--- src/source/pixel_format_pkg.sv ---
// Pixel formats
// Sample, colour and stored-word types
`default_nettype none

package pixel_format_pkg;

  // Sensor sample width
  parameter int raw_width = 12;

  typedef logic [raw_width-1:0] raw_pixel_t;  // One Bayer sample
  typedef logic [7:0]           colour8_t;    // 8-bit colour or hue
  typedef logic [11:0]          coord_t;      // Column or row count
  typedef logic [15:0]          pixel_word_t; // Frame store word

  // Output mux opcode
  typedef enum logic {
    mode_rgb555 = 1'b0,  // 0 + 5:5:5 colour
    mode_hue    = 1'b1   // 8 zero bits + hue
  } output_mode_t;

endpackage

`default_nettype wire

--- src/source/pixel_output_mux.sv ---
// Frame store word select
`default_nettype none
`timescale 1ns/1ps

module pixel_output_mux
  import pixel_format_pkg::*;
(
  input  logic         ccd_pixel_clk,
  input  logic         video_stream_reset_n,
  input  output_mode_t output_mode,
  input  logic [2:0]   channel_enable,  // {red, green, blue}
  input  raw_pixel_t   red,
  input  raw_pixel_t   green,
  input  raw_pixel_t   blue,
  input  logic         rgb_valid,
  input  colour8_t     hue,
  input  logic         hue_valid,
  output pixel_word_t  pixel_word,
  output logic         pixel_write
);

  logic [4:0] red5, green5, blue5;

  // Top 5 bits, masked per channel
  assign red5   = red[raw_width-1 -: 5] & {5{channel_enable[2]}};
  assign green5 = green[raw_width-1 -: 5] & {5{channel_enable[1]}};
  assign blue5  = blue[raw_width-1 -: 5] & {5{channel_enable[0]}};

  always_ff @(posedge ccd_pixel_clk) begin
    case (output_mode)
      mode_rgb555: pixel_word <= {1'b0, red5, green5, blue5};
      default:     pixel_word <= {8'h00, hue};
    endcase
  end

  // Write strobe follows the valid of the selected path
  always_ff @(posedge ccd_pixel_clk) begin
    if (!video_stream_reset_n) pixel_write <= 1'b0;
    else pixel_write <= (output_mode == mode_rgb555) ? rgb_valid : hue_valid;
  end

endmodule

`default_nettype wire

--- config.mk ---
export PLATFORM = sky130hd
export DESIGN_NAME = pixel_output_mux
export DESIGN_NICKNAME = d
export VERILOG_FILES = /design/src/source/pixel_format_pkg.sv /design/src/source/pixel_output_mux.sv
export SDC_FILE = /design/constraint.sdc
export NUM_CORES = 1
export LEC_CHECK = 0
export BUFFER_PORTS_ARGS = -buffer_cell sky130_fd_sc_hd__buf_4
export CAP_MARGIN = 15
export CORE_MARGIN = 10
export CORE_UTILIZATION = 29
export DETAILED_ROUTE_END_ITERATION = 7
export GPL_TIMING_DRIVEN = 0
export PLACE_DENSITY = 0.77
export SLEW_MARGIN = 25
export SYNTH_ARGS = -nofsm -noshare
export SYNTH_HDL_FRONTEND = slang
export SYNTH_SLANG_ARGS = --single-unit
export TNS_END_PERCENT = 5
--- constraint.sdc ---
create_clock -name ccd_pixel_clk -period 0.8 [get_ports ccd_pixel_clk]
set_clock_uncertainty 0.2 [all_clocks]
set_input_delay 0 -clock ccd_pixel_clk [delete_from_list [all_inputs] [get_ports ccd_pixel_clk]]
set_output_delay 0 -clock ccd_pixel_clk [all_outputs]
set_load 0.03 [all_outputs]
== Word level (Yosys, flattened, before mapping) ==
Cells that the tools add are included.

* Output and inout port bits: 17
* Flip-flop bits (word level): 17
* Logic and storage cells: 8

* Mux-type cells: 2
* Bitwise gates (word level): 3

{| class="wikitable"
|+ Operator list
! operator !! number
|-
| $and 5x5->5 || 3
|-
| $mux 8 || 1
|-
| $mux 1 || 1
|}

== Logic depth before layout (Yosys ltp) ==
* Word-level depth: 2
* Depth in mapped cells: 3
* Depth with buffers taken out: 2

== Worst setup path after synthesis ==
Ideal clock, no wire load.

* Path kind: register -> output
* Start point: register pixel_word[0]
* End point: output pixel_word[0]
* Path buffers: 0
* Arrival time: 0.459 ns
* Cell stages (with the launch flop): 1
* Setup slack: 0.141 ns
* Data required time: 0.600 ns
* Cells stage by stage: dfxtp_1

{| class="wikitable"
|+ RTL lines
! what !! RTL line !! source
|-
| start: declaration || pixel_output_mux.sv:18 || <nowiki>output pixel_word_t pixel_word,</nowiki>
|-
| start signal: assignment || pixel_output_mux.sv:31 || <nowiki>mode_rgb555: pixel_word <= {1'b0, red5, green5, blue5};</nowiki>
|-
| start signal: assignment || pixel_output_mux.sv:32 || <nowiki>default: pixel_word <= {8'h00, hue};</nowiki>
|}

No word-level cell between the ends.

== Worst setup path in the final report ==
* Start point: register pixel_word[13]
* End point: output pixel_word[13]

No word-level cell between the ends.

==> results.json <==
{
  "final.setup.tns_ns": -2.026,
  "outcome": "finished with violations",
  "insertedDiodeCount": 0,
  "start_util": 0.3202,
  "hold_ws_ns": -0.2826,
  "timing.fmax_mhz": 1052,
  "synth_common_cells": "dfxtp_1 (16), and2_1 (7), nand2_1 (6)",
  "grt_overflow": 0,
  "wl_met2_um": 833,
  "cts-htree-levels": 1,
  "die_h_um": 61.49,
  "cts_tree": "done",
  "grt_pass1_vias": 566,
  "dp_hpwl_um": 1397,
  "p_total_mw": 1.691,
  "grt_pass1_wl_um": 2656,
  "drt_iter0_markers": 7,
  "worstPathCellList": "buf_6",
  "yosys.cell_count.top_type": "dfxtp_1",
  "synth_top_area_frac": 0.6416,
  "power.density_nw_per_um2": 1650,
  "syn-num-nets": 97,
  "drv_slew": 0,
  "period_needed_ns": 0.9505,
  "synth_edf_count": 0,
  "cts.sinks": 16,
  "hp-class": "input port to register",
  "clkTransAtPathRegs_ns": 0.08,
  "synth_seq_cells": 16,
  "cts-buffers-inserted": 3,
  "fin_nets": 154,
  "startpoint": "pixel_word[13]",
  "fin_cells": 116,
  "post_drt_wl_per_cell_um": 15.47,
  "synthFlopType": "dfxtp_1",
  "async_flop_share": 0,
  "die_area_um2": 3781,
  "die_x_um": 61.49,
  "ys_top_cells_by_area": "dfxtp_1 (64%), a22o_1 (8.8%), and2_1 (8.8%)",
  "cpLargestDelayFamily": "flip-flops",
  "synth_area_leader_cell": "dfxtp_1",
  "hold_start": "hue[6]",
  "hold_end": "pixel_word[6]",
  "grt_start_max_net_pins": 11,
  "grt_use_total": 0.09714,
  "slowest_delay_ns": 0.34,
  "worstPathMaxFanout": 1,
  "rsz0062_at_grt": "true",
  "peakVddDrop_v": 0.0007739,
  "crit_arrival_ns": 0.75,
  "place_inst": 107,
  "final_antenna_net_count": 0,
  "dr_wl_met3_um": 340,
  "p_leak_nw": 0.5165,
  "root_buffer": "clkbuf_4",
  "synth-simple-area-share": 0.1830,
  "end_kind": "primary output",
  "clock_path_buffers": 2,
  "fillers": 112,
  "layout_setup_ws_ns": -0.1505,
  "synth_top_family_by_area": "simple AND/OR/NAND/NOR gates",
  "drive_above_1_share": 0.7000,
  "drt-met1-wl_um": 609,
  "hold_viol": 16,
  "port_buffers": 46,
  "gp_congestion": 0.6632,
  "area.growth.synth_to_final_pct": 105.3,
  "synth_seq_area_share": 0.6416,
  "wl_um": 1794,
  "finalCritPeriodShare": 1.188,
  "drt-vias-per-instance": 4.328,
  "synth_xor_area_frac": 0,
  "dr.pass1.iters": 2,
  "netlist_instances": 45,
  "finalSetupViolations": 17,
  "worstPathRequired_ns": 0.60,
  "yosysUniqueCellTypes": 9,
  "hold_buffers": 6,
  "ys.warnings.count": 0,
  "worst_path_max_delay_cell": "dfxtp_2",
  "drc": 0,
  "place_area_um2": 864.6,
  "synth_fa_ha_area_frac": 0,
  "hold_depth": 3,
  "post-place-ws_ns": -0.03939,
  "cp-start-kind": "register",
  "top_layer": "met4",
  "pin_count": 69,
  "synth_mux_area_frac": 0.02005,
  "fp-row-count": 14,
  "netlist_area_um2": 499.2,
  "via_count": 502,
  "final_area_um2": 1025,
  "antenna_found_initial": 0,
  "post_cts_buffers": 0,
  "avgSynthCellArea_um2": 11.09,
  "fp.coreArea_um2": 1559,
  "critPathKind": "register to primary output",
  "synth_compound_area_frac": 0.1178,
  "path_buf_inv": 1,
  "failed_checks": "hold timing, setup timing",
  "maxCapViolations": 0
}
-- flip-flops by register name (all words and copies together), names as in the netlist --
register and count:
pixel_word 15, pixel_write 1
-- where the power goes --
group          switching, mW  total, mW  internal [mW]
registers             0.0219      0.876          0.854
clock network          0.219      0.394          0.174
logic                  0.182      0.422          0.239
-- metal layers --
layer,global-route usage,up-vias
met2,0.1728,37
li1,-,256
met5,0,-
met4,0.04777,0
met1,0.08178,207
met3,0.06379,2
-- tightest hold or removal path, cell delays in order --
cell and delay [ns]:
buf_4 0.08, nand2_1 0.04, o21ai_0 0.05
-- cell families after synthesis --
logic type / after synthesis
and+or+nand+nor: 17
DFF: 16
AOI/OAI and AO/OA: 8
buffers and inverters: 2
muxes: 1
other: 1
-- cell type report --
type,count,area [um2],area share
buffer,2,15.01,0.01465
sequential,16,340.3,0.3321
timing repair buffer,52,462.9,0.4518
multi-input combinational,27,163.9,0.1600
tap,16,20.02,0.01954
clock buffer,3,22.52,0.02198
-- what timing repair did --
item                                    4_1_cts  5_1_grt
endpoints found under the setup margin       16       20
gates cloned                                  0        0
endpoints found under the hold margin        16       16
resized for setup                            32        6
-- how the worst max path moves through the flow --
stage                           endpoint  slack, ns  cells past startpoint
after floorplan            pixel_word[0]       0.14                      0
final                     pixel_word[13]      -0.15                      1
after CTS                  pixel_word[8]      -0.15                      1
after global placement     pixel_word[1]      -0.03                      3
after detailed placement   pixel_word[1]      -0.04                      3
after global routing      pixel_word[13]      -0.19                      1
-- per-stage QoR --
step | util | hold WS, ns
2_1_floorplan | - | -0.09138
3_3_place_gp | 0.5546 | -0.001308
3_5_place_dp | 0.5546 | 0.002311
4_1_cts | 0.6589 | -0.2885
5_1_grt | 0.6573 | -0.2715
6_report | 0.6573 | -0.2826
-- cell usage in the layout (no fill, tap or decap), drive strengths merged --
master,netlist,final
buf,2,51
dfxtp,16,16
and2,7,7
nand2,6,6
a22o,5,5
nor2b,4,4
clkbuf,0,3
o21ai,3,3
dlymetal6s4s,0,2
mux2i,1,1
conb,1,1
dlygate4sd3,0,1
No activity file was read; power rests on OpenSTA's default activity.
