## src/source/capture_ctrl_pkg.sv

```systemverilog
// Capture control types
`default_nettype none

package capture_ctrl_pkg;

  // Capture FSM states
  typedef enum logic [1:0] {
    cap_idle       = 2'd0,  // Waiting for start
    cap_wait_frame = 2'd1,  // Armed, waiting for frame valid rise
    cap_active     = 2'd2   // Frame being captured
  } capture_state_t;

  // Frame counter, also used for the rate meter
  typedef logic [31:0] frame_count_t;

endpackage

`default_nettype wire

```

## src/source/frame_rate_timer.sv

```systemverilog
// Frame rate meter
`default_nettype none
`timescale 1ns/1ps

module frame_rate_timer
  import capture_ctrl_pkg::*;
#(
  parameter int ticks_per_window = 96000000  // Window length in pixel clocks
) (
  input  logic         ccd_pixel_clk,
  input  logic         video_stream_reset_n,
  input  frame_count_t frame_count,
  output frame_count_t frame_rate,   // Frames in the last window
  output logic         rate_pulse    // Toggles at each window end
);

  localparam int tick_width = (ticks_per_window > 1) ? $clog2(ticks_per_window) : 1;
  localparam logic [tick_width-1:0] last_tick = tick_width'(ticks_per_window - 1);

  logic [tick_width-1:0] tick_count;
  frame_count_t          frame_snap;  // Count at previous window end

  always_ff @(posedge ccd_pixel_clk) begin
    if (!video_stream_reset_n) begin
      tick_count <= '0;
      frame_snap <= '0;
      frame_rate <= '0;
      rate_pulse <= 1'b0;
    end else if (tick_count == last_tick) begin
      tick_count <= '0;                        // Window end
      rate_pulse <= ~rate_pulse;
      frame_rate <= frame_count - frame_snap;  // Frames seen this window
      frame_snap <= frame_count;
    end else begin
      tick_count <= tick_count + 1'b1;
    end
  end

endmodule

`default_nettype wire

```

## config.mk

```make
export PLATFORM = sky130hd
export DESIGN_NAME = frame_rate_timer
export DESIGN_NICKNAME = d
export VERILOG_FILES = /design/src/source/capture_ctrl_pkg.sv /design/src/source/frame_rate_timer.sv
export SDC_FILE = /design/constraint.sdc
export NUM_CORES = 1
export LEC_CHECK = 0
export BUFFER_PORTS_ARGS = -buffer_cell sky130_fd_sc_hd__buf_4
export CELL_PAD_IN_SITES_DETAIL_PLACEMENT = 1
export CELL_PAD_IN_SITES_GLOBAL_PLACEMENT = 2
export CORE_ASPECT_RATIO = 0.8
export CORE_MARGIN = 1.5
export CORE_UTILIZATION = 30
export DETAILED_ROUTE_END_ITERATION = 10
export PLACE_DENSITY = 0.81
export SYNTH_ARGS = -nofsm -noshare
export SYNTH_HDL_FRONTEND = slang
export SYNTH_SLANG_ARGS = --single-unit
```

## constraint.sdc

```tcl
create_clock -name ccd_pixel_clk -period 2.8 [get_ports ccd_pixel_clk]
set_input_delay 0.56 -clock ccd_pixel_clk [delete_from_list [all_inputs] [get_ports ccd_pixel_clk]]
set_output_delay 0.56 -clock ccd_pixel_clk [all_outputs]
set_load 0.005 [all_outputs]
```

# ---- Word-level counts from Yosys, hierarchy flattened
# Index checks and enable logic that the tools add are counted.
dict set report totals {
  inputBits 34
  out_inout_bits 33
  wordCells 10
  register_bits 92
}
dict set report classes {
  addsub 2
  n_eq_ne 1
  reduce_logical 1
  n_bitwise 2
}
# operator count
set op_table {}
lappend op_table {{$sub 32x32->32} 1}
lappend op_table {{$add 27x1->27 const B} 1}
lappend op_table {{$eq 27x27->1 const B} 1}
lappend op_table {{$not 1->1} 2}
lappend op_table {{$reduce_or 2->1} 1}

# ---- Depth between registers and ports, before layout
dict set report logic_depth {
  depth_word 2
  depth_mapped 11
  mapped_depth_nobuf 11
}

# ---- Worst setup path before layout
# No wires, ideal clock.
dict set report synth_path {
  path_kind {input to register}
  from {in frame_count[0]}
  to {reg frame_rate[28]}
  arrival_ps 2676
  path_slack_ps 50
  path_buffers 0
  setup_time_ps 74
  cell_stages 11
  path_cell_list {inv_1 ha_1 fa_1 nand2b_1 a211o_1 nand3_1 a21oi_1 o21bai_1 o21ai_0 or4b_1 o21ai_0}
}
dict set report synth_via {
  elab_chain_len 1
}
# element line
set synth_rtl {}
lappend synth_rtl {{start: declaration} frame_rate_timer.sv:12} ;# input frame_count_t frame_count,
lappend synth_rtl {{$sub 32x32->32} frame_rate_timer.sv:32} ;# frame_rate <= frame_count - frame_snap;
lappend synth_rtl {{end signal: assignment} frame_rate_timer.sv:32}
lappend synth_rtl {{end: declaration} frame_rate_timer.sv:13} ;# output frame_count_t frame_rate,
# Every way passes these cells.
# A chain may end at the register's enable or synchronous reset.

# ---- Worst setup path in the final report
# Ends and elaborated chain as after synthesis.

==> impl_metrics.env <==
export IMPL_hold_viol=0
export IMPL_synth_edff_count=0
export IMPL_routed_wl_um=15800
export IMPL_outcome="complete, no violations"
export IMPL_synth_flop_cell="dfxtp_1"
export IMPL_ys_seq_area_share_pct=35.7
export IMPL_die_w_um=150
export IMPL_drc=0
export IMPL_grt_use_met2_pct=30.5
export IMPL_fin_skew_ns=0.00764
export IMPL_place_hpwl_um=12300
export IMPL_hold_depth=2
export IMPL_finalSetupViolations=0
export IMPL_rr_worst_depth=10
export IMPL_final_common_cell="nand2_1"
export IMPL_synth_area_leaders="dfxtp_1 36%, nand2_1 10%, a21oi_1 7.8%"
export IMPL_yosys_area_top_type="dfxtp_1"
export IMPL_path_cells="buf_4 > inv_1 > ha_1 > fa_1 > nand2b_1 > a211o_1 > nand3_1 > a21oi_1 > o21bai_1 > o21ai_0 > or4b_1 > o21ai_0"
export IMPL_cts_tree="built"
export IMPL_drive_gt1_share_pct=15.4
export IMPL_start_kind="input pin"
export IMPL_synth_compound_area_share_pct=18.0
export IMPL_syn_avg_cell_area_um2=7.51
export IMPL_die_y_um=120
export IMPL_fmax_ghz=0.383
export IMPL_timing_rr_end="frame_rate[28]$_SDFFE_PN0P_"
export IMPL_slew_headroom_pct=48.8
export IMPL_detail_route_iter0_violations=155
export IMPL_fin_crit_sh_pct=93.3
export IMPL_crit_family="compound AO/OA/AOI/OAI gates"
export IMPL_min_to="frame_snap[5]$_SDFFE_PN0P_"
export IMPL_synth_fa_ha_area_share_pct=8.15
export IMPL_initial_core_util_pct=31.0
export IMPL_yosysWarnings=0
export IMPL_cap_viol_max_count=0
export IMPL_powerDensity_nw_per_um2=475
export IMPL_grt_pass1_wl_um=25900
export IMPL_crit_arrival_ns=2.89
export IMPL_period_needed_ns=2.61
export IMPL_gr_usage_met3_pct=3.66
export IMPL_rrSetupSlack_ns=0.19
export IMPL_cp_end_kind="flop"
export IMPL_cpPeakStageDelay_ns=0.50
export IMPL_synthCells=687
export IMPL_synth_area_um2=5160
export IMPL_grt_pass1_vias=5149
export IMPL_clockBufferDepth=2
export IMPL_worstHoldPathType="flop to flop"
export IMPL_gp_congestion=0.837
export IMPL_hp_start="frame_snap[5]$_SDFFE_PN0P_"
export IMPL_critPathSlowestCell="or4b_1"
export IMPL_fin_nets=835
export IMPL_cts_buffers=9
export IMPL_synthSimpleGateAreaFrac_pct=24.2
export IMPL_drv_slew=0
export IMPL_cp_num_buf_inv=2
export IMPL_clkTransAtPathRegs_ns=0.07
export IMPL_ys_types=51
export IMPL_core_um2=16700
export IMPL_p_leak_nw=2.38
export IMPL_clock_sinks=92
export IMPL_crit_reg2reg_launch="frame_snap[0]$_SDFFE_PN0P_"
export IMPL_ioPinCount=67
export IMPL_crit_fanout=2
export IMPL_met1_usage_pct=24.2
export IMPL_grt_remaining_overflow=0
export IMPL_fin_ws_ns=0.186
export IMPL_synth_top_family_by_area="simple AND/OR/NAND/NOR gates"
export IMPL_port_buffers=66
export IMPL_async_flop_share_pct=0
export IMPL_synth_nets=754
export IMPL_cts_setup_buffers=0
export IMPL_num_rows=42
export IMPL_crit_required_ns=3.08
export IMPL_path_common_cell="o21ai_0"
export IMPL_fill_cells=2050
export IMPL_cts_resized_gates=0
export IMPL_holdBufCountCts=0
export IMPL_rsz0062_at_grt="false"
export IMPL_dieArea_um2=18000
export IMPL_final_cell_mix="142 x nand2_1, 98 x buf_4, 92 x dfxtp_1, 80 x a21oi_1, 61 x nor2_1"
export IMPL_drtAntennaViolNets=0
export IMPL_area_growth_pct=23.9
export IMPL_layout_cells_non_filler=993
export IMPL_htree_levels=3
export IMPL_insertion_delay_ns=0.36
export IMPL_muxShareOfSynthArea_pct=0.801
export IMPL_dp_cells=977
export IMPL_tightest_slew_ns=0.766
export IMPL_worst_setup_path_type="input pin to flop"
export IMPL_via_per_inst=5.00
export IMPL_post_drt_wl_per_cell_um=15.9
export IMPL_antenna_cells=0
export IMPL_grtUsageTotal_pct=18.3
export IMPL_ir_drop_v=0.000272
export IMPL_drtPass1Iterations=4
export IMPL_root_buffer="clkbuf_16"
export IMPL_synthXorXnorAreaFrac_pct=8.15
export IMPL_synth_top_area_share_pct=35.7
export IMPL_yosys_register_bits=92
export IMPL_gr_max_usage_layer="met2"
export IMPL_antenna_found_initial=0
export IMPL_grt_max_degree=34
export IMPL_tns_ns=0
export IMPL_vias=4967
export IMPL_post_place_ws_ns=-0.171
## cells by family (layout without fill, tap and decap cells)
logic type               Yosys count  in the layout
multiplexers                       4              4
AO/OA/AOI/OAI                    160            160
AND/OR/NAND/NOR                  282            282
XOR/XNOR                          48             48
adder cells (fa/ha/maj)           33             33
buffers and inverters             68            154
flip-flops                        92             92
## synthesized netlist by cell type (all sizes together), types with 3 or more instances
cell / count
o21bai: 5
nor2: 61
dfxtp: 92
xor2: 27
inv: 40
nand3: 24
nand2: 142
o211ai: 6
nand2b: 6
xnor2: 21
and2: 3
and3: 8
a21oi: 80
nor3: 3
o21a: 7
a31oi: 3
a21boi: 3
a211oi: 7
o21ai: 34
nand4: 15
clkbuf: 26
nor4: 3
ha: 32
mux2i: 3
or3: 6
## cell type report
type | count | area, um^2 | area share [%]
Tap cell | 220 | 275 | 4.31
Inverter | 40 | 150 | 2.35
Multi-Input combinational cell | 527 | 3060 | 47.9
Timing Repair Buffer | 98 | 736 | 11.5
Clock buffer | 10 | 239 | 3.74
Clock inverter | 6 | 87.6 | 1.37
Sequential cell | 92 | 1840 | 28.8
## worst max-delay path by stage
stage                          startpoint                          end  cells after the start
2_1_floorplan              frame_count[0]  frame_rate[28]$_SDFFE_PN0P_                     11
3_3_place_gp               frame_count[0]  frame_rate[28]$_SDFFE_PN0P_                     12
3_5_place_dp               frame_count[0]  frame_rate[28]$_SDFFE_PN0P_                     12
4_1_cts        frame_snap[0]$_SDFFE_PN0P_  frame_rate[28]$_SDFFE_PN0P_                     10
5_1_grt        frame_snap[0]$_SDFFE_PN0P_  frame_rate[28]$_SDFFE_PN0P_                     10
6_report                   frame_count[0]  frame_rate[28]$_SDFFE_PN0P_                     12
## state kept, by name (all words and copies together), names as in the netlist
name,flops
tick_count,27
rate_pulse,1
frame_rate,32
frame_snap,32
## tightest hold or removal path: stages (launching register included)
cell and delay (ns):
dfxtp_1 0.31, nand2_1 0.05, a21oi_1 0.05
## where the power goes
| part | switching, W | leakage (nW) | internal, W | total [W] |
|---|---|---|---|---|
| Sequential | 0.00000322 | 0.741 | 0.00131 | 0.00131 |
| Clock | 0.000546 | 0.151 | 0.000805 | 0.00135 |
| Combinational | 0.000210 | 1.49 | 0.000155 | 0.000365 |
## metrics by stage
step	utilization [%]	hold WS, ns	power [W]	area (um^2)
final	38.3	0.450	0.00303	6390
after global routing	38.3	0.465	0.00316	6390
after CTS	38.3	0.451	0.00308	6390
after detailed placement	36.4	0.445	0.00171	6060
after global placement	36.4	0.431	0.00170	6060
after floorplan	-	0.418	0.00156	5160
## metal layers
metal | vias to the layer above | share of wire (%)
li1 | 2495 | -
met1 | 2406 | 50
met2 | 55 | 46
met3 | 11 | 3.0
met4 | 0 | 1.0
met5 | - | 0
(Power assumes the default switching activity.)
