[config.mk]
export PLATFORM = sky130hd
export DESIGN_NAME = frame_capture_control
export DESIGN_NICKNAME = d
export VERILOG_FILES = /design/src/source/pixel_format_pkg.sv /design/src/source/capture_ctrl_pkg.sv /design/src/source/frame_capture_control.sv
export SDC_FILE = /design/constraint.sdc
export NUM_CORES = 1
export LEC_CHECK = 0
export BUFFER_PORTS_ARGS = -buffer_cell sky130_fd_sc_hd__buf_2
export CAP_MARGIN = 20
export CORE_UTILIZATION = 52
export CTS_CLUSTER_SIZE = 8
export DETAILED_ROUTE_END_ITERATION = 12
export PLACE_DENSITY_LB_ADDON = 0.1
export SYNTH_ARGS = -nofsm -noshare
export SYNTH_HDL_FRONTEND = slang
export SYNTH_SLANG_ARGS = --single-unit
[constraint.sdc]
create_clock -name ccd_pixel_clk -period 2.45 [get_ports ccd_pixel_clk]
set_input_delay 0.3675 -clock ccd_pixel_clk [delete_from_list [all_inputs] [get_ports ccd_pixel_clk]]
set_output_delay 0.3675 -clock ccd_pixel_clk [all_outputs]
set_load 0.005 [all_outputs]
[src/source/pixel_format_pkg.sv]
// Pixel formats
// Sample, colour and stored-word types
`default_nettype none

package pixel_format_pkg;

  // Sensor sample width
  parameter int raw_width = 12;

  typedef logic [raw_width-1:0] raw_pixel_t;  // One Bayer sample
  typedef logic [7:0]           colour8_t;    // 8-bit colour or hue
  typedef logic [11:0]          coord_t;      // Column or row count
  typedef logic [15:0]          pixel_word_t; // Frame store word

  // Output mux opcode
  typedef enum logic {
    mode_rgb555 = 1'b0,  // 0 + 5:5:5 colour
    mode_hue    = 1'b1   // 8 zero bits + hue
  } output_mode_t;

endpackage

`default_nettype wire

[src/source/capture_ctrl_pkg.sv]
// Capture control types
`default_nettype none

package capture_ctrl_pkg;

  // Capture FSM states
  typedef enum logic [1:0] {
    cap_idle       = 2'd0,  // Waiting for start
    cap_wait_frame = 2'd1,  // Armed, waiting for frame valid rise
    cap_active     = 2'd2   // Frame being captured
  } capture_state_t;

  // Frame counter, also used for the rate meter
  typedef logic [31:0] frame_count_t;

endpackage

`default_nettype wire

[src/source/frame_capture_control.sv]
// Sensor capture control
`default_nettype none
`timescale 1ns/1ps

module frame_capture_control
  import pixel_format_pkg::*;
  import capture_ctrl_pkg::*;
(
  input  logic         ccd_pixel_clk,
  input  logic         video_stream_reset_n,
  input  raw_pixel_t   ccd_data,
  input  logic         ccd_frame_valid,
  input  logic         ccd_line_valid,
  input  logic         capture_start,   // Frames taken while high
  output raw_pixel_t   pix_data,
  output logic         pix_valid,
  output coord_t       pix_x,
  output coord_t       pix_y,
  output frame_count_t frame_count
);

  raw_pixel_t     data_r;           // Registered sensor sample
  logic           fv_r, lv_r;       // Registered valids
  logic           fv_d, lv_d;       // One cycle older for edge detect
  capture_state_t state;
  logic           fv_rise, fv_fall, lv_fall;
  logic           take_pixel;

  assign fv_rise = fv_r & ~fv_d;
  assign fv_fall = ~fv_r & fv_d;
  assign lv_fall = ~lv_r & lv_d;

  // Pixels only pass inside an active frame
  assign take_pixel = fv_r && lv_r && (state == cap_active);

  // ========================================
  // Input registers
  // ========================================
  always_ff @(posedge ccd_pixel_clk) begin
    data_r <= ccd_data;
    if (!video_stream_reset_n) begin
      fv_r <= 1'b0;
      lv_r <= 1'b0;
      fv_d <= 1'b0;
      lv_d <= 1'b0;
    end else begin
      fv_r <= ccd_frame_valid;
      lv_r <= ccd_line_valid;
      fv_d <= fv_r;
      lv_d <= lv_r;
    end
  end

  // ========================================
  // Capture FSM
  // ========================================
  always_ff @(posedge ccd_pixel_clk) begin
    if (!video_stream_reset_n) begin
      state <= cap_idle;
    end else begin
      case (state)
        cap_idle: begin
          if (capture_start) state <= cap_wait_frame;  // Arm
        end
        cap_wait_frame: begin
          if (!capture_start) state <= cap_idle;       // Start dropped first
          else if (fv_rise) state <= cap_active;
        end
        cap_active: begin
          // Whole frame always finishes
          if (fv_fall) state <= capture_start ? cap_wait_frame : cap_idle;
        end
        default: state <= cap_idle;
      endcase
    end
  end

  // Pixel payload
  always_ff @(posedge ccd_pixel_clk) begin
    if (take_pixel) pix_data <= data_r;
  end

  // Valid strobe, coordinates and frame counter
  always_ff @(posedge ccd_pixel_clk) begin
    if (!video_stream_reset_n) begin
      pix_valid   <= 1'b0;
      pix_x       <= '0;
      pix_y       <= '0;
      frame_count <= '0;
    end else begin
      pix_valid <= take_pixel;
      if (lv_fall) begin
        pix_x <= '0;            // End of line
        pix_y <= pix_y + 1'b1;
      end else if (pix_valid) begin
        pix_x <= pix_x + 1'b1;  // Next column
      end
      if (fv_rise) pix_y <= '0;  // Row 0 of a new frame
      if (state == cap_active && fv_fall) frame_count <= frame_count + 1'b1;
    end
  end

endmodule

`default_nettype wire

== After elaboration in Yosys (flattened, before gate mapping) ==
Index checks and enable logic that the tools add are counted.

* Register bits after elaboration: 87
* Latch bits: 0
* Memory bits (writable): 0
* ROM bits: 0
* Bits of input ports: 17
* Word-level logic and storage cells: 39
* Memories: 0

* Add/sub/neg operators: 3
* Multiply operators: 0
* Div/mod/pow operators: 0
* Magnitude comparators: 0
* Equal/unequal tests: 5
* Shifts and indexed selects: 0
* Muxes and demuxes: 6
* Bitwise operators: 7
* Reductions and logical operators: 7

{| class="wikitable"
|+ Operator list
! kind !! count
|-
| $add A32 B1 Y32 const B || 1
|-
| $add A12 B1 Y12 const B || 2
|-
| $mux W2 || 4
|-
| $pmux W2 S3 || 1
|-
| $ne A2 B2 Y1 const B || 2
|-
| $not A1 Y1 || 4
|-
| $reduce_or A2 Y1 || 2
|-
| $and A1 B1 Y1 || 3
|-
| $logic_and A1 B1 Y1 || 3
|-
| $ne A3 B3 Y1 const B || 1
|-
| $reduce_and A3 Y1 || 1
|-
| $eq A2 B1 Y1 const B || 1
|-
| $eq A2 B2 Y1 const B || 1
|-
| $logic_not A2 Y1 || 1
|-
| $mux W1 || 1
|}

== Logic depth before layout (Yosys ltp) ==
Gate-level depths: netlist of the first run.

* Depth in word-level cells: 5
* Mapped depth: 7
* Gate-level depth less buffers: 5

== Worst setup path after synthesis of the first run ==
No wires, ideal clock.

* Kind: reg2reg
* Start: register frame_count[0]
* End: register frame_count[28]
* Setup time: 71 ps
* Data arrival time: 1931 ps
* Setup slack: 449 ps
* Cell stages (with the launch flop): 7
* Buffers on the path: 1
* Clock period less this slack: 2001 ps
* Cells stage by stage: dfxtp_1 > ha_1 > inv_1 > or4_4 > buf_6 > or4_1 > a21oi_1

* Longest elaborated chain between the ends: 1

{| class="wikitable"
|+ Ends and longest elaborated chain
! element !! RTL line !! source
|-
| start, declared || frame_capture_control.sv:19 || <nowiki>output frame_count_t frame_count</nowiki>
|-
| start signal, assigned || frame_capture_control.sv:99 || <nowiki>if (state == cap_active && fv_fall) frame_count <= frame_count + 1'b1;</nowiki>
|-
| $add A32 B1 Y32 || frame_capture_control.sv:99 ||
|}

Every way passes these cells.
A chain may end at the register's enable or synchronous reset.

== Worst setup path in the final report of the first run ==
* Start: register frame_count[2]
* End: register frame_count[17]

The elaborated chain is that of the path after synthesis.

==> Flow_metrics.wiki, run 1 <==
{| class="wikitable"
! Metric !! Value
|-
| List of most frequent post-synthesis cells || sky130_fd_sc_hd__dfxtp_1, sky130_fd_sc_hd__nor2_1, sky130_fd_sc_hd__nand2_1
|-
| Share of post-route cells with drive strength above 1 || 0.245
|-
| Routability Congestion || about 0.84
|-
| Total global routing track utilization || 0.203
|-
| CTS hold repair buffers || 0
|-
| Path type of the worst setup path || register to register
|-
| Combinational fraction of design power || 0.021
|-
| Dpl hpwl || about 4700 µm
|-
| Crit path max-delay family || simple AND/OR/NAND/NOR gates
|-
| Prevailing post-synth register cell || sky130_fd_sc_hd__dfxtp_1
|-
| Relative contribution of sequential cells to total power || 0.604
|-
| Buffers on Ports || 85
|-
| Max clock buf depth || 2
|-
| Met2 track utilization from global routing || 0.320
|-
| Arrival @ worst endpoint || roughly 2.5 ns
|-
| Largest family of logic cells by synthesized area || simple AND/OR/NAND/NOR gates
|-
| Initial antenna violation count || 0
|-
| Post-synth EDFFs || 12
|-
| Sw Pwr || about 570 µW
|-
| Critical path's most frequent cell || sky130_fd_sc_hd__or4_1
|-
| Multiplexer fraction of the synthesized cell area || 0.0176
|-
| Accumulated negative setup slack || 0 ns
|-
| Headroom to the max-slew limit || 0.480
|-
| Adder-cell area share of the yosys netlist || 0.0110
|-
| CTS root buffer || sky130_fd_sc_hd__clkbuf_8
|-
| Count of buffering cells on the critical path with inverters included || 0
|-
| Critical-path cell with the highest stage delay || sky130_fd_sc_hd__or4_1
|-
| Fin nets || 456
|-
| Count of cells resized by post-cts repair || 0
|-
| First-pass iteration count of the detailed router || 5
|-
| Floorplan die width || between 80 and 90 µm
|-
| Vias per cell || roughly 5.4
|-
| Net count of the mapped netlist || 370
|-
| Area of the core || about 6300 µm²
|-
| Leading cell type by number of instances after synthesis || sky130_fd_sc_hd__dfxtp_1
|-
| Outcome || completed
|-
| Total setup violations reported at the end of the flow || 0
|-
| Post-detailed-route wirelength per cell || 13.1 µm
|-
| Reg2reg setup slack || 0.26 ns
|-
| Final min period || ~2.2 ns
|-
| Internal cell power || 1860 µW
|-
| Wirelength, routed || a little under 7000 µm
|-
| Hold slack final || about 0.11 ns
|-
| Post-synthesis cell count || 350
|-
| Maximum clock frequency || around 460 MHz
|-
| Setup repair after global routing missed its margin || no
|-
| Per-instance average area after synthesis || between 9 and 10 µm²
|-
| Critical path's largest stage delay || 0.79 ns
|-
| Max FO, Critical Path || 17
|-
| Final routed DRC violation total || 0
|-
| Deepest level of the CTS H-tree || 3
|-
| Clock sink count || a little under 90
|-
| Yosys synthesis warning count || 0
|-
| Compound-cell area share of the yosys netlist || 0.0895
|-
| Hold Crit Class || input pin to register
|-
| Portion of synthesized cell area occupied by the leading cell type || 0.440
|-
| Site Rows || 29
|-
| M1 GR Usage || 0.265
|-
| Sw frac || 0.235
|-
| Initial standard-cell utilization of the core || 0.537
|-
| TritonCTS Buffers || 9
|-
| Number of diodes added for antenna fixing || 0
|-
| Cell types occupying the most area after synthesis || sky130_fd_sc_hd__dfxtp_1, sky130_fd_sc_hd__edfxtp_1, sky130_fd_sc_hd__xnor2_1, sky130_fd_sc_hd__nor2_1, sky130_fd_sc_hd__a21oi_1
|-
| Worst path required time || 2.73 ns
|-
| Iteration-0 DRC count of the detailed router || 88
|-
| Number of storage elements in the synthesis netlist || just under 90
|-
| Layout overhead on the synthesized area || 19.8%
|-
| Pwr Density || between 500 and 600 nW/µm²
|-
| Remaining antenna violation count after routing || 0
|-
| Global-route wire length before repair || around 11000 µm
|-
| # Post-CTS Setup Buffers || 0
|-
| Share of total power in the clock network || 0.376
|-
| Y dimension of the die || between 80 and 90 µm
|-
| Busiest layer in global routing || met2
|-
| Insertion delay to the later sink of the worst-skew pair || roughly 0.35 ns
|-
| Final Max Tran Viols || 0
|-
| Post-route clock period utilization || 0.893
|-
| Final instance count without filler cells || just over 500
|-
| Async SR Flop Fraction || 0
|-
| Pin count of the biggest net entering global routing || 25
|-
| Launching element type of the critical path || register
|-
| Util after Layout || 0.644
|-
| Clock slew at the register clock pins of the worst setup and hold paths || 0.09 ns
|-
| Max_cap viols || 0
|-
| Sum of overflow across all layers after global routing || 0
|-
| Number of global-route vias before repair || roughly 2500
|-
| Setup crit end kind || register
|-
| I/O pins || 86
|-
| Post-synthesis share of cell area spent on and, or, nand and nor gates || 0.238
|-
| CTS tree || done
|-
| Cell area after synthesis || roughly 3400 µm²
|-
| Critical Path, Cell by Cell || nand4b_1 > or4_1 > or4_1 > a21oi_1
|-
| Fraction of the yosys area taken by sequential cells || 0.546
|-
| Die area || just under 7000 µm²
|-
| Share of the synthesized netlist area taken by xor and xnor gates || 0.0668
|-
| Via total after detailed routing || roughly 2800
|-
| Count of distinct cell types in the synthesized netlist || 37
|-
| Layout Skew || roughly 0.0086 ns
|-
| Met3 layer usage reported by global route || 0.0427
|-
| Cell type with the largest total area after synthesis || sky130_fd_sc_hd__dfxtp_1
|-
| Max VDD drop || roughly 0.00046 V
|-
| P_leak || between 0.0015 and 0.002 µW
|-
| Hold violation count in the final report || 0
|-
| Slew at the pin with the worst max-slew slack || 0.779 ns
|-
| DP Cell Count || 502
|}
## power groups by stage
stage	combinational, µW	clock (µW)	sequential [µW]
5_1_grt	56.7	999	1470
4_1_cts	50.9	942	1470
6_report	50.0	913	1470
3_3_place_gp	49.8	0	1500
2_1_floorplan	29.1	0	1500
3_5_place_dp	50.5	0	1500
## area by class of cell
type | count | area [µm²]
clock buffers | 9 | 124
clock inverters | 7 | 57.6
fillers | 552 | 2260
inverters | 12 | 45.0
multi-input cells | 237 | 1450
flip-flops and latches | 87 | 1860
well taps | 77 | 96.3
repair buffers | 89 | 455
## flip-flops by register name, summed over array words and instances (netlist names), 2 cells and up
signal,cells
frame_count,32
data_r,12
pix_data,12
state,2
pix_y,12
pix_x,12
## cells by family (layout without fill, tap and decap cells)
family / Yosys count / count (layout)
AO/OA/AOI/OAI: 50 / 50
XOR/XNOR: 26 / 26
adder cells (fa/ha/maj): 3 / 3
buffers and inverters: 26 / 117
flip-flops: 87 / 87
multiplexers: 6 / 6
AND/OR/NAND/NOR: 152 / 152
## layer usage
metal	wire length, µm	part of all wire
met1	3360	0.49
met4	100	0.015
met5	0	0
met3	264	0.039
met2	3080	0.45
## layout by cell type, fill, tap and decap left out, drive strengths merged, types with 2 or more instances in the layout
cell type  count
a21oi         21
and2           6
and3           5
and4           2
buf           89
clkbuf         9
clkinv         3
clkinvlp       2
dfxtp         75
edfxtp        12
ha             3
inv           14
mux2i          6
nand2         27
nand2b         8
nand3         15
nand3b         2
nand4         14
nand4b         4
nor2          31
nor3           8
nor4           7
o21ai         12
o311ai         4
o31ai          5
o41ai          4
or3           13
or4            8
xnor2         14
xor2          12
## through the flow
| step | setup WS [ns] | power, µW | instance area, µm² |
|---|---|---|---|
| floorplan | 0.449 | 1530 | 3410 |
| global placement | 0.321 | 1550 | 3910 |
| detailed placement | 0.287 | 1550 | 3910 |
| CTS | 0.259 | 2460 | 4090 |
| global route | 0.125 | 2530 | 4090 |
| finish | 0.262 | 2430 | 4090 |
## path summary, 6_finish.rpt
path / startpoint / depth (start not counted) / endpoint
worst max-delay path: frame_count[2] / 4 / frame_count[17]
worst min-delay path: ccd_data[6] / 1 / data_r[6]
worst min register to register: data_r[2] / 0 / pix_data[2]
worst max register to register: frame_count[2] / 4 / frame_count[17]
No activity file was read; power rests on OpenSTA's default activity.
==> run 2: changes to the inputs <==
SETUP_SLACK_MARGIN = 0.3   (was unset)
clock period = 2.4 ns   (was 2.45 ns; I/O delays follow)
==> run 2 against run 1 <==
  * Non-clock buffer count is 7 higher
  * Critical path depth stayed put
  * Worst hold slack worse by 0.0056 ns
  * Cell count is 1.5% higher
  * Combinational power is 4.2% higher
==> Flow_metrics.wiki, run 2 (synthesis results as in run 1) <==
{| class="wikitable"
! Metric !! Value
|-
| Total global routing track utilization || 0.205 (was 0.203)
|-
| Routability Congestion || 0.840 (was 0.842)
|-
| Clock sink count || 87 (unchanged)
|-
| Total setup violations reported at the end of the flow || 0 (unchanged)
|-
| Setup repair after global routing missed its margin || yes (was no)
|-
| Commonest cells after routing, fill and taps aside || sky130_fd_sc_hd__buf_2, sky130_fd_sc_hd__dfxtp_1, sky130_fd_sc_hd__nor2_1 (unchanged)
|-
| Vias per cell || 5.43 (was 5.41)
|-
| Area of the core || 6350 µm² (unchanged)
|-
| Wirelength, routed || 7260 µm (was 6810 µm)
|-
| Share of post-route cells with drive strength above 1 || 0.274 (was 0.245)
|-
| Final Max Tran Viols || 0 (unchanged)
|-
| Accumulated negative setup slack || 0 ns (unchanged)
|-
| Deepest level of the CTS H-tree || 3 (unchanged)
|-
| Site Rows || 29 (unchanged)
|-
| Final min period || 2.03 ns (was 2.19 ns)
|-
| Dpl hpwl || 4750 µm (was 4740 µm)
|-
| Via total after detailed routing || 2857 (was 2801)
|-
| P_leak || 0.00165 µW (was 0.00160 µW)
|-
| Initial standard-cell utilization of the core || 0.537 (unchanged)
|-
| Clock slew at the register clock pins of the worst setup and hold paths || 0.09 ns (about the same)
|-
| Post-detailed-route wirelength per cell || 13.8 µm (was 13.1 µm)
|-
| Top layer used by detailed routing || met4 (unchanged)
|-
| Outcome || completed (unchanged)
|-
| Pin count of the biggest net entering global routing || 25 (unchanged)
|-
| Most flops, register || frame_count (unchanged)
|-
| Y dimension of the die || 83.0 µm (unchanged)
|-
| Layout Skew || 0.00913 ns (was 0.00860 ns)
|-
| Global-route wire length before repair || 11500 µm (was 11300 µm)
|-
| First-pass iteration count of the detailed router || 4 (was 5)
|-
| TritonCTS Buffers || 9 (unchanged)
|-
| Buffers on Ports || 85 (unchanged)
|-
| Most common cell after layout, fill and taps aside || sky130_fd_sc_hd__buf_2 (unchanged)
|-
| Post-route clock period utilization || 0.847 (was 0.893)
|-
| Final instance count without filler cells || 526 (was 518)
|-
| Max reg flops || 32 (unchanged)
|-
| Sum of overflow across all layers after global routing || 0 (unchanged)
|-
| Path type of the worst setup path || register to register (unchanged)
|-
| Floorplan die width || 83.0 µm (unchanged)
|-
| Layout overhead on the synthesized area || 22.9% (was 19.8%)
|-
| Detailed-routed wire length on met3 || 367 µm (was 264 µm)
|-
| Met2 routed WL || 3390 µm (was 3080 µm)
|-
| Hold violation count in the final report || 0 (unchanged)
|-
| Arrival @ worst endpoint || 2.30 ns (was 2.47 ns)
|-
| Max_cap viols || 0 (unchanged)
|-
| Number of global-route vias before repair || 2516 (was 2503)
|-
| Headroom to the max-slew limit || 0.503 (was 0.480)
|-
| Initial antenna violation count || 0 (unchanged)
|-
| Slew at the pin with the worst max-slew slack || 0.745 ns (was 0.779 ns)
|-
| Max VDD drop || 0.000399 V (was 0.000455 V)
|-
| Maximum clock frequency || 492 MHz (was 457 MHz)
|-
| Hold Crit Class || input pin to register (unchanged)
|-
| Insertion delay to the later sink of the worst-skew pair || 0.34 ns (was 0.35 ns)
|-
| CTS root buffer || sky130_fd_sc_hd__clkbuf_8 (unchanged)
|-
| Launching element type of the critical path || register (unchanged)
|-
| Fill cell instance count of the final layout || 534 (was 552)
|-
| Pwr Density || 616 nW/µm² (was 595 nW/µm²)
|-
| Number of diodes added for antenna fixing || 0 (unchanged)
|-
| Area occupied by registers || 1870 µm² (was 1860 µm²)
|-
| DP Cell Count || 503 (was 502)
|-
| Max clock buf depth || 2 (unchanged)
|-
| Max FO, Critical Path || 9 (was 17)
|-
| Remaining antenna violation count after routing || 0 (unchanged)
|-
| I/O pins || 86 (unchanged)
|-
| Footprint of the multi-input gates || 1480 µm² (was 1450 µm²)
|-
| Die area || 6890 µm² (unchanged)
|-
| CTS tree || done (unchanged)
|-
| Setup crit end kind || register (unchanged)
|-
| Routed met1 length || 3450 µm (was 3360 µm)
|-
| Final routed DRC violation total || 0 (unchanged)
|-
| Iteration-0 DRC count of the detailed router || 104 (was 88)
|-
| Fin nets || 464 (was 456)
|-
| Worst path required time || 2.66 ns (was 2.73 ns)
|-
| Design Power || 2580 µW (was 2430 µW)
|}
## run 2: cell count changes in the layout (fill, tap and decap cells not counted), moves of 2 or more
cell | before | now
sky130_fd_sc_hd__or4_4 | 1 | 4
sky130_fd_sc_hd__inv_6 | 1 | 3
sky130_fd_sc_hd__dfxtp_2 | 0 | 3
sky130_fd_sc_hd__dfxtp_1 | 75 | 72
sky130_fd_sc_hd__buf_4 | 4 | 11
sky130_fd_sc_hd__or4_1 | 7 | 5
## run 2: cell type report
| type | instances | share of cell area |
|---|---|---|
| flip-flops and latches | 87 | 0.445 |
| multi-input cells | 238 | 0.352 |
| repair buffers | 96 | 0.121 |
| clock buffers | 9 | 0.0296 |
| well taps | 77 | 0.0230 |
| clock inverters | 7 | 0.0185 |
| inverters | 12 | 0.0107 |
## run 2: where the power goes
part	switching [µW]	internal (µW)	leakage (µW)	total, µW
clock	539	492	0.000101	1030
combinational	31.9	20.2	0.000830	52.1
sequential	9.44	1490	0.000719	1500
## run 2: repair_timing
item | CTS | global route
setup buffers | 0 | 6
cloned | 0 | 1
pin swaps | 1 | 3
hold buffers | 0 | 0
setup endpoints to repair | 6 | 6
gates resized for setup | 2 | 6
## run 2: through the flow
step           area (µm²)   util  hold WS, ns  setup slack [ns]
2_1_floorplan        3410      -        0.386             0.399
3_3_place_gp         3910  0.616        0.386             0.271
3_5_place_dp         3910  0.616        0.390             0.240
4_1_cts              4120  0.649       0.0941             0.347
5_1_grt              4190  0.660       0.0848             0.267
6_report             4190  0.660        0.107             0.367
## run 2: layer usage
metal,up-vias,GRT usage
met4,0,0.0737
met1,1331,0.272
met3,4,0.0616
met5,-,0
met2,76,0.316
li1,1446,-
## run 2: final timing paths
kind / start / endpoint / slack (ns) / cells past startpoint
worst max register to register: frame_count[6] / frame_count[22] / 0.37 / 4
worst min-delay path: ccd_data[5] / data_r[5] / 0.11 / 1
worst max-delay path: frame_count[6] / frame_count[22] / 0.37 / 4
worst min register to register: data_r[2] / pix_data[2] / 0.41 / 0
## run 2: worst max-delay path: stages, from the launching register on
cell and delay [ns]:
sky130_fd_sc_hd__dfxtp_1 0.42, sky130_fd_sc_hd__nand3_1 0.20, sky130_fd_sc_hd__or4_4 0.65, sky130_fd_sc_hd__or4_1 0.52, sky130_fd_sc_hd__a21oi_1 0.17
